## config.mk

```make
export PLATFORM = sky130hd
export DESIGN_NAME = sgmii_8b10b_decode
export DESIGN_NICKNAME = d
export VERILOG_FILES = /design/src/sgmii_pkg.sv /design/src/decode_6b5b.sv /design/src/decode_4b3b.sv /design/src/code_group_decoder.sv /design/src/running_disparity_monitor.sv /design/src/sgmii_8b10b_decode.sv
export SDC_FILE = /design/constraint.sdc
export NUM_CORES = 1
export LEC_CHECK = 0
export ABC_AREA = 1
export BUFFER_PORTS_ARGS = -buffer_cell sky130_fd_sc_hd__buf_2
export CAP_MARGIN = 5
export CORE_MARGIN = 2
export CORE_UTILIZATION = 39
export CTS_CLUSTER_SIZE = 40
export DETAILED_ROUTE_END_ITERATION = 10
export PLACE_DENSITY_LB_ADDON = 0.12
export SETUP_SLACK_MARGIN = 0.1
export SLEW_MARGIN = 20
export SYNTH_ARGS = -nofsm -noshare
export SYNTH_HDL_FRONTEND = slang
export SYNTH_HIERARCHICAL = 1
export SYNTH_SLANG_ARGS = --single-unit
export TNS_END_PERCENT = 50
```

## constraint.sdc

```tcl
create_clock -name clk -period 6.3 [get_ports clk]
set_input_delay 0.945 -clock clk [delete_from_list [all_inputs] [get_ports clk]]
set_output_delay 0.945 -clock clk [all_outputs]
set_load 0.1 [all_outputs]
```

## src/sgmii_pkg.sv

```systemverilog
// SGMII 8b/10b receive decoder
// Shared types and constants
package sgmii_pkg;

        // --------------------
        // Widths

        localparam int CODE_GROUP_W = 10;
        localparam int OCTET_W      = 8;
        localparam int RD_W         = 5;

        // --------------------
        // Code group and byte types

        typedef logic [CODE_GROUP_W-1:0] code_group_t;  // Bit 9 is a, bit 0 is j
        typedef logic [5:0]              sub6_t;        // abcdei
        typedef logic [3:0]              sub4_t;        // fghj
        typedef logic [OCTET_W-1:0]      octet_t;       // HGFEDCBA, H in bit 7

        // Any word outside the code is reported as control with this byte
        localparam octet_t INVALID_OCTET = 8'h00;

        // Verdict of the 6b sub-block lookup
        typedef enum logic [1:0]
        {
                SUB_DATA,
                SUB_K28,
                SUB_INVALID
        } sub_kind_e;

        // --------------------
        // Running disparity

        typedef logic [RD_W-1:0] rd_count_t;

        // Midpoint of the sum, so it can drift by 7 either way before the top bit sets
        localparam rd_count_t RD_INIT = 5'd8;

        localparam rd_count_t BALANCE_ONES = 5'd5;  // Ones in a balanced code group

endpackage

```

## src/decode_6b5b.sv

```systemverilog
// 5b/6b sub-block decoder
`timescale 1ns/100ps

module decode_6b5b
(
        input  sgmii_pkg::sub6_t     sub6,
        output logic [4:0]           edcba,
        output sgmii_pkg::sub_kind_e kind
);
        import sgmii_pkg::*;

        // Both running disparity columns decode to the same value
        always_comb
        begin
                edcba = 5'd0;
                kind  = SUB_DATA;

                case (sub6)
                // --------------------
                // D.0 to D.15
                6'b100111, 6'b011000: edcba = 5'd0;
                6'b011101, 6'b100010: edcba = 5'd1;
                6'b101101, 6'b010010: edcba = 5'd2;
                6'b110001:            edcba = 5'd3;
                6'b110101, 6'b001010: edcba = 5'd4;
                6'b101001:            edcba = 5'd5;
                6'b011001:            edcba = 5'd6;
                6'b111000, 6'b000111: edcba = 5'd7;   // Balanced but still has two forms
                6'b111001, 6'b000110: edcba = 5'd8;
                6'b100101:            edcba = 5'd9;
                6'b010101:            edcba = 5'd10;
                6'b110100:            edcba = 5'd11;
                6'b001101:            edcba = 5'd12;
                6'b101100:            edcba = 5'd13;
                6'b011100:            edcba = 5'd14;
                6'b010111, 6'b101000: edcba = 5'd15;

                // --------------------
                // D.16 to D.31
                6'b011011, 6'b100100: edcba = 5'd16;
                6'b100011:            edcba = 5'd17;
                6'b010011:            edcba = 5'd18;
                6'b110010:            edcba = 5'd19;
                6'b001011:            edcba = 5'd20;
                6'b101010:            edcba = 5'd21;
                6'b011010:            edcba = 5'd22;
                6'b111010, 6'b000101: edcba = 5'd23;
                6'b110011, 6'b001100: edcba = 5'd24;
                6'b100110:            edcba = 5'd25;
                6'b010110:            edcba = 5'd26;
                6'b110110, 6'b001001: edcba = 5'd27;
                6'b001110:            edcba = 5'd28;  // D.28 only, K.28 is below
                6'b101110, 6'b010001: edcba = 5'd29;
                6'b011110, 6'b100001: edcba = 5'd30;
                6'b101011, 6'b010100: edcba = 5'd31;

                // --------------------
                // Control and unused patterns
                6'b001111, 6'b110000:
                begin
                        edcba = 5'd28;
                        kind  = SUB_K28;
                end

                default:
                begin
                        kind = SUB_INVALID;
                end
                endcase
        end

endmodule

```

## src/decode_4b3b.sv

```systemverilog
// 3b/4b sub-block decoder
`timescale 1ns/100ps

module decode_4b3b
(
        input  sgmii_pkg::sub4_t sub4,
        input  logic             k28_inverted,
        output logic [2:0]       hgf,
        output logic             alt7,
        output logic             invalid
);
        import sgmii_pkg::*;

        sub4_t fghj;
        logic  balanced;

        // After 110000 the balanced K28 codes are sent complemented
        assign balanced = (sub4 == 4'b1001) || (sub4 == 4'b0110) ||
                          (sub4 == 4'b1010) || (sub4 == 4'b0101);
        assign fghj     = (k28_inverted && balanced) ? ~sub4 : sub4;

        always_comb
        begin
                hgf     = 3'd0;
                alt7    = 1'b0;
                invalid = 1'b0;

                case (fghj)
                4'b1011, 4'b0100: hgf = 3'd0;
                4'b1001:          hgf = 3'd1;
                4'b0101:          hgf = 3'd2;
                4'b1100, 4'b0011: hgf = 3'd3;
                4'b1101, 4'b0010: hgf = 3'd4;
                4'b1010:          hgf = 3'd5;
                4'b0110:          hgf = 3'd6;
                4'b1110, 4'b0001: hgf = 3'd7;   // Primary D.x.7
                4'b0111, 4'b1000:
                begin
                        hgf  = 3'd7;
                        alt7 = 1'b1;
                end
                default:
                begin
                        invalid = 1'b1;                 // All zeros or all ones
                end
                endcase
        end

endmodule

```

## src/code_group_decoder.sv

```systemverilog
// Code group delay line and byte decode
`timescale 1ns/100ps

module code_group_decoder
#(
        parameter int INPUT_STAGES = 3
)
(
        input  logic                   clk,
        input  sgmii_pkg::code_group_t ten_bit,
        output sgmii_pkg::code_group_t aligned_group,
        output sgmii_pkg::octet_t      eight_bit,
        output logic                   is_k
);
        import sgmii_pkg::*;

        code_group_t delay_q [INPUT_STAGES];
        sub6_t       sub6;
        sub4_t       sub4;
        logic [4:0]  edcba;
        logic [2:0]  hgf;
        sub_kind_e   kind;
        logic        alt7;
        logic        invalid4;
        logic        bad;
        octet_t      next_octet;
        logic        next_k;

        // --------------------
        // Input delay line

        always_ff @(posedge clk)
        begin
                delay_q[0] <= ten_bit;
                for (int i = 1; i < INPUT_STAGES; i++)
                begin
                        delay_q[i] <= delay_q[i-1];
                end
        end

        assign aligned_group = delay_q[INPUT_STAGES-1];
        assign sub6          = aligned_group[9:4];
        assign sub4          = aligned_group[3:0];

        decode_6b5b decode_6b5b_inst
        (
                .sub6   (sub6),
                .edcba  (edcba),
                .kind   (kind)
        );

        decode_4b3b decode_4b3b_inst
        (
                .sub4           (sub4),
                .k28_inverted   (sub6 == 6'b110000),    // RD+ form of K.28
                .hgf            (hgf),
                .alt7           (alt7),
                .invalid        (invalid4)
        );

        // --------------------
        // Control and data combining

        always_comb
        begin
                bad        = 1'b0;
                next_k     = 1'b0;
                next_octet = {hgf, edcba};

                if (kind == SUB_INVALID || invalid4)
                begin
                        bad = 1'b1;
                end
                else if (kind == SUB_K28)
                begin
                        next_k = 1'b1;
                end
                else if (alt7)
                begin
                        case (edcba)
                        5'd23, 5'd27, 5'd29, 5'd30:             next_k = 1'b1;
                        5'd11, 5'd13, 5'd14, 5'd17, 5'd18, 5'd20: next_k = 1'b0;
                        default:                                bad    = 1'b1;
                        endcase
                end

                if (bad)
                begin
                        next_octet = INVALID_OCTET;
                        next_k     = 1'b1;
                end
        end

        always_ff @(posedge clk)
        begin
                eight_bit <= next_octet;
                is_k      <= next_k;
        end

endmodule

```

## src/running_disparity_monitor.sv

```systemverilog
// Running disparity monitor
`timescale 1ns/100ps

module running_disparity_monitor
(
        input  logic                   clk,
        input  logic                   rst,
        input  logic                   sgmii_autoneg_start,
        input  sgmii_pkg::code_group_t aligned_group,
        output logic                   disp_err
);
        import sgmii_pkg::*;

        rd_count_t ones;
        rd_count_t rd_sum;

        always_comb
        begin
                ones = '0;
                for (int i = 0; i < CODE_GROUP_W; i++)
                begin
                        ones = ones + rd_count_t'(aligned_group[i]);
                end
        end

        always_ff @(posedge clk or posedge rst)
        begin
                if (rst)
                begin
                        rd_sum   <= RD_INIT;
                        disp_err <= 1'b0;
                end
                else if (!sgmii_autoneg_start)
                begin
                        rd_sum   <= RD_INIT;       // Held cleared until autoneg starts
                        disp_err <= 1'b0;
                end
                else
                begin
                        rd_sum   <= rd_sum + ones - BALANCE_ONES;  // Wraps in RD_W bits
                        disp_err <= disp_err | rd_sum[RD_W-1];    // Sum has left 0..15
                end
        end

endmodule

```

## src/sgmii_8b10b_decode.sv

```systemverilog
// SGMII 8b/10b receive decoder
`timescale 1ns/100ps

module sgmii_8b10b_decode
#(
        parameter int INPUT_STAGES = 3
)
(
        input  logic                   clk,
        input  logic                   rst,

        input  logic                   sgmii_autoneg_start,

        input  sgmii_pkg::code_group_t ten_bit,

        output sgmii_pkg::octet_t      eight_bit,
        output logic                   is_k,
        output logic                   disp_err
);
        import sgmii_pkg::*;

        code_group_t aligned_group;  // Code group at the end of the delay line

        code_group_decoder
        #(
                .INPUT_STAGES   (INPUT_STAGES)
        )
        code_group_decoder_inst
        (
                .clk            (clk),
                .ten_bit        (ten_bit),
                .aligned_group  (aligned_group),
                .eight_bit      (eight_bit),
                .is_k           (is_k)
        );

        running_disparity_monitor running_disparity_monitor_inst
        (
                .clk                    (clk),
                .rst                    (rst),
                .sgmii_autoneg_start    (sgmii_autoneg_start),
                .aligned_group          (aligned_group),
                .disp_err               (disp_err)
        );

endmodule

```

==> results.sh, run 1 <==
export IMPL_grt_overflow=0
export IMPL_cts_max_path_buffers=2
export IMPL_start_kind="register"
export IMPL_dp_hpwl_mm=4.18
export IMPL_ioPinCount=23
export IMPL_holdBufCountCts=0
export IMPL_grt_pass1_vias=2153
export IMPL_cts_setup_buffers=0
export IMPL_setup_viol=0
export IMPL_combPwrFrac_pct=41.1
export IMPL_worstSetupEndpointType="register"
export IMPL_clk_pin_slew_ns=0.08
export IMPL_crit_arrival_ns=3.88
export IMPL_routed_via_density=4.75
export IMPL_slew_violations=0
export IMPL_power_frac_clock_pct=23.0
export IMPL_finalClockSkew_ns=0.00436
export IMPL_p_total_mw=0.953
export IMPL_die_y_um=87.2
export IMPL_syn_area_per_cell_um2=7.07
export IMPL_drt_total_wl_mm=5.32
export IMPL_drive_above_1_share_pct=19.8
export IMPL_finalHoldViolations=0
export IMPL_vias=2272
export IMPL_cts_resized=0
export IMPL_htreeDepth=2
export IMPL_max_freq_ghz=0.270
export IMPL_drtIter0Drc=53
export IMPL_rsz0062_at_grt="false"
export IMPL_cts_made_buffers=5
export IMPL_wl_per_cell_um=11.1
export IMPL_cts_tree="built"
export IMPL_worstPathMaxFanout=9
export IMPL_period_share_pct=58.7
export IMPL_fin_nets=426
export IMPL_diodes=0
export IMPL_yosysWarningCount=6
export IMPL_clock_latency_ns=0.28
export IMPL_cap_violations=0
export IMPL_setup_tns_ns=0
export IMPL_ys_types=28
export IMPL_synthCells=382
export IMPL_grt_max_degree=14
export IMPL_cts_sinks=45
export IMPL_drcViolationCount=0
export IMPL_p_per_area_nw_per_um2=326
export IMPL_swShare_pct=38.8
export IMPL_path_class="reg -> reg"
export IMPL_layout_min_cycle_time_ns=3.70
export IMPL_grt_use_total_pct=15.3
export IMPL_ant_nets=0
export IMPL_antenna_found_initial=0
export IMPL_dr_pass1_iters=4
export IMPL_globalplace_congestion=0.915
export IMPL_die_area_um2=7600
export IMPL_seq_area_frac_synth_pct=34.5
export IMPL_cts_root_buf="clkbuf_8"
export IMPL_outcome="completed"
export IMPL_holdCritPathClass="reg -> reg"
export IMPL_syn_cell_area_um2=2700
export IMPL_syn2layout_area_growth_pct=8.16
export IMPL_numPortBuffers=22
export IMPL_cellInternalPower_mw=0.583
export IMPL_final_core_util_pct=43.2
export IMPL_core_um2=6760
export IMPL_syn_nets=411
export IMPL_seq_power_share_pct=35.9
export IMPL_critical_path_required_ns=6.48
export IMPL_grt_pass1_wl_mm=9.33
export IMPL_fp_row_count=30
export IMPL_die_x_um=87.2
export IMPL_start_util_pct=40.0
export IMPL_p_switching_mw=0.370
export IMPL_p_leak_nw=1.56
export IMPL_worst_pin_slew_ns=0.712
export IMPL_yosys_register_bits=45
export IMPL_timing_slew_headroom_pct=52.3
export IMPL_max_vdd_ir_drop_uv=253
## worst paths after layout
check                      depth (start not counted)                              startpoint                                       end  slack [ns]
max                                               14  code_group_decoder_inst/delay_q[0][22]  running_disparity_monitor_inst/rd_sum[4]        2.60
min                                                0  code_group_decoder_inst/delay_q[0][17]    code_group_decoder_inst/delay_q[0][27]        0.33
max reg2reg                                       14  code_group_decoder_inst/delay_q[0][22]  running_disparity_monitor_inst/rd_sum[4]        2.60
min reg2reg                                        0  code_group_decoder_inst/delay_q[0][17]    code_group_decoder_inst/delay_q[0][27]        0.33
max in group asynchronous                          2                                     rst  running_disparity_monitor_inst/rd_sum[3]        5.48
min in group asynchronous                          2                                     rst   running_disparity_monitor_inst/disp_err        0.56
## kinds of logic (layout without fill, tap and decap cells)
| logic type | after synthesis | after routing | synth area share, % |
|---|---|---|---|
| xor+xnor | 1 | 1 | 0.324 |
| flops | 45 | 45 | 34.5 |
| buf+inv | 77 | 93 | 12.7 |
| fa+ha+maj | 16 | 16 | 9.08 |
| simple gates | 225 | 225 | 39.7 |
| compound gates | 18 | 18 | 3.66 |
## flip-flops by register name (all words and copies together) (netlist names)
signal	cells
running_disparity_monitor_inst/rd_sum	5
code_group_decoder_inst/eight_bit	8
code_group_decoder_inst/delay_q	30
running_disparity_monitor_inst/disp_err	1
code_group_decoder_inst/is_k	1
## power groups by stage
stage          registers, mW  logic (mW)  clock network [mW]
2_1_floorplan          0.416       0.264                   0
6_report               0.342       0.392               0.219
4_1_cts                0.342       0.397               0.228
3_5_place_dp           0.349       0.394                   0
5_1_grt                0.346       0.450               0.239
3_3_place_gp           0.348       0.395                   0
## stage by stage
stage               instances  worst slack, ns  instance area, µm²  hold WS (ns)
global route              478             2.34                2920         0.338
floorplan                 382             2.70                2700         0.310
global placement          470             2.65                2800         0.310
detailed placement        470             2.60                2800         0.312
CTS                       478             2.59                2920         0.333
finish                    478             2.60                2920         0.331
## critical path, stage by stage (launching register included)
cell	delay, ns
dfxtp_1	0.53
fa_1	0.49
inv_1	0.08
fa_1	0.43
fa_1	0.48
fa_1	0.49
inv_1	0.04
ha_1	0.20
fa_1	0.41
inv_1	0.07
nor2_1	0.04
nor2_1	0.15
nand3_2	0.08
nand2_1	0.07
nor2_2	0.03
## layout make-up
cell class,instances,area (µm²)
Clock buffer,7,86.3
Sequential cell,45,932
Inverter,63,236
Multi-Input combinational cell,260,1430
Timing Repair Buffer,22,110
Fill cell,714,3840
Tap cell,80,100
Clock inverter,1,30.0
## per-layer routing
metal  part of all wire (%)  GRT usage, %  vias to the layer above
met5                      0             0                        -
met4                    1.4          4.20                        0
met3                    3.5          2.65                        6
met2                     47          26.1                       57
met1                     48          19.9                     1005
li1                       -             -                     1204
## placed cells by master, fill, tap and decap left out, drive strengths merged, types with 6 or more instances in the layout
master,count
clkbuf,7
nand4,8
dfxtp,39
nand2,96
a21oi,8
fa,6
o21ai,8
buf,22
inv,63
nor2,69
nand3,45
ha,10
## cell usage after synthesis
cell | n | share of area (%)
xnor2_1 | 1 | 0.32
dfstp_2 | 1 | 0.97
nor2_4 | 3 | 1.3
a21oi_1 | 8 | 1.5
nand3b_1 | 2 | 0.56
nand2_1 | 83 | 12
fa_1 | 6 | 4.4
nand2_2 | 11 | 2.5
inv_1 | 53 | 7.4
o21ai_0 | 2 | 0.37
o211ai_1 | 1 | 0.28
buf_6 | 1 | 0.42
nor2_1 | 51 | 7.1
o21ai_1 | 5 | 0.93
buf_2 | 1 | 0.19
nor3_1 | 5 | 0.93
nand3_1 | 38 | 7.0
dfrtp_1 | 5 | 4.6
nand4_1 | 8 | 1.9
inv_2 | 10 | 1.4
o21a_1 | 1 | 0.28
nor2_2 | 15 | 3.5
buf_4 | 12 | 3.3
ha_1 | 10 | 4.6
dfxtp_1 | 39 | 29
nand3_2 | 7 | 2.6
nand2_4 | 2 | 0.83
o21ai_2 | 1 | 0.32
Power figures use the tool's default switching activity.
==> run 2: changes to the inputs <==
==> constraint.sdc (replaced) <==
create_clock -name clk -period 3.05 [get_ports clk]
set_input_delay 0.4575 -clock clk [delete_from_list [all_inputs] [get_ports clk]]
set_output_delay 0.4575 -clock clk [all_outputs]
set_load 0.1 [all_outputs]
==> run 2 against run 1 <==
Net effect:
- the run now ends with setup timing left
- clock skew up 0.012 ns
- hold slack worse by 0.26 ns
- critical path depth unchanged
- cell count up 2.1%
- critical endpoint unchanged
- largest cell class unchanged
==> results.sh, run 2 (synthesis results as in run 1) <==
export IMPL_crit_arrival_ns=3.59
export IMPL_holdCritPathClass="in -> async"
export IMPL_slowest_stage="fa_1"
export IMPL_numPortBuffers=22
export IMPL_grt_pass1_vias=2230
export IMPL_cts_root_buf="clkbuf_8"
export IMPL_timing_slew_headroom_pct=52.5
export IMPL_die_x_um=87.2
export IMPL_slew_violations=0
export IMPL_finalClockSkew_ns=0.0165
export IMPL_p_leak_nw=1.59
export IMPL_grt_use_total_pct=16.0
export IMPL_start_util_pct=40.0
export IMPL_clk_pin_slew_ns=0.09
export IMPL_dr_pass1_iters=5
export IMPL_wl_per_cell_um=11.1
export IMPL_diodes=0
export IMPL_vias=2355
export IMPL_ioPinCount=23
export IMPL_reg2regPathDepth=14
export IMPL_drive_above_1_share_pct=23.8
export IMPL_grt_pass1_wl_mm=9.69
export IMPL_r2r_end="running_disparity_monitor_inst/rd_sum[4]"
export IMPL_worstPathMaxFanout=2
export IMPL_cpPeakStageDelay_ns=0.55
export IMPL_worst_pin_slew_ns=0.709
export IMPL_routed_via_density=4.83
export IMPL_critical_path_required_ns=3.24
export IMPL_cts_max_path_buffers=2
export IMPL_clock_latency_ns=0.29
export IMPL_cpMostUsedCell="fa_1"
export IMPL_drcViolationCount=0
export IMPL_outcome="finished with violations"
export IMPL_drt_total_wl_mm=5.43
export IMPL_final_common_cell="nand2_1"
export IMPL_top_regs="code_group_decoder_inst/delay_q (30), code_group_decoder_inst/eight_bit (8), running_disparity_monitor_inst/rd_sum (5)"
export IMPL_die_y_um=87.2
export IMPL_rsz0062_at_grt="true"
export IMPL_worst_r2r_setup_slack_ns=-0.35
export IMPL_fp_row_count=30
export IMPL_final_cell_area_um2=2990
export IMPL_setup_viol=4
export IMPL_finalHoldViolations=0
export IMPL_max_freq_ghz=0.294
export IMPL_cts_sinks=45
export IMPL_cts_made_buffers=5
export IMPL_dp_hpwl_mm=4.33
export IMPL_path_class="reg -> reg"
export IMPL_setup_slack_ns=-0.351
export IMPL_crit_buf_inv=3
export IMPL_r2r_start="code_group_decoder_inst/delay_q[0][20]"
export IMPL_cts_setup_buffers=0
export IMPL_syn2layout_area_growth_pct=10.8
export IMPL_mostFrequentLayoutCells="nand2_1, inv_1, nor2_1"
export IMPL_placed_cell_area_um2=2890
export IMPL_cp_cell_sequence="fa_1, inv_2, fa_1, fa_1, fa_1, inv_2, ha_4, fa_2, inv_1, nor2_1, nor2_2, nand3_2, nand2_2, nor2_2"
export IMPL_core_um2=6760
export IMPL_die_area_um2=7600
export IMPL_p_total_mw=1.99
export IMPL_period_share_pct=112
export IMPL_setup_tns_ns=-0.881
export IMPL_layout_min_cycle_time_ns=3.40
export IMPL_ant_nets=0
export IMPL_violations="setup timing"
export IMPL_largest_register="code_group_decoder_inst/delay_q"
export IMPL_max_vdd_ir_drop_uv=403
export IMPL_cts_tree="built"
export IMPL_htreeDepth=2
export IMPL_start_kind="register"
export IMPL_largest_register_ff_count=30
export IMPL_p_per_area_nw_per_um2=665
export IMPL_fin_nets=436
export IMPL_finalHoldWorstSlack_ns=0.0684
export IMPL_final_core_util_pct=44.3
export IMPL_grt_overflow=0
export IMPL_cap_violations=0
export IMPL_drtIter0Drc=88
export IMPL_grt_max_degree=16
export IMPL_globalplace_congestion=0.921
export IMPL_antenna_found_initial=0
export IMPL_worstSetupEndpointType="register"
export IMPL_crit_family="adder cells"
run 2: how the worst max path moves through the flow:
stage	cells past startpoint	start	end	slack (ns)
6_report	14	code_group_decoder_inst/delay_q[0][20]	running_disparity_monitor_inst/rd_sum[4]	-0.35
5_1_grt	14	code_group_decoder_inst/delay_q[0][20]	running_disparity_monitor_inst/rd_sum[4]	-0.48
4_1_cts	14	code_group_decoder_inst/delay_q[0][20]	running_disparity_monitor_inst/rd_sum[4]	-0.41
3_5_place_dp	14	code_group_decoder_inst/delay_q[0][20]	running_disparity_monitor_inst/rd_sum[4]	-0.44
3_3_place_gp	14	code_group_decoder_inst/delay_q[0][20]	running_disparity_monitor_inst/rd_sum[4]	-0.40
2_1_floorplan	15	code_group_decoder_inst/delay_q[0][20]	running_disparity_monitor_inst/rd_sum[4]	-0.45
run 2: power breakdown:
group,leakage [nW],switching [mW],internal (mW)
Sequential,0.403,0.0314,0.665
Clock,0.0414,0.190,0.163
Combinational,1.15,0.586,0.356
run 2: cell type report:
| type | instances | area [µm²] |
|---|---|---|
| fill | 709 | 3760 |
| multi-input combinational | 260 | 1450 |
| sequential | 45 | 937 |
| inverter | 63 | 236 |
| timing repair buffer | 32 | 185 |
| tap | 80 | 100 |
| clock buffer | 6 | 72.6 |
| clock inverter | 2 | 16.3 |
run 2: per-layer routing:
metal	global-route usage, %	share of wire, %
met1	21.1	46
met5	0	0
met2	25.4	46
met4	6.85	2.9
met3	3.22	5.4
run 2: timing repair:
action,CTS,global route
gates resized for setup,3,2
endpoints found under the hold margin,0,0
pin swaps,2,0
endpoints found under the setup margin,4,4
hold buffers,0,0
run 2: stage by stage:
stage	instances	setup WS (ns)
floorplan	382	-0.455
global placement	480	-0.398
detailed placement	480	-0.439
CTS	488	-0.410
global route	488	-0.477
finish	488	-0.351
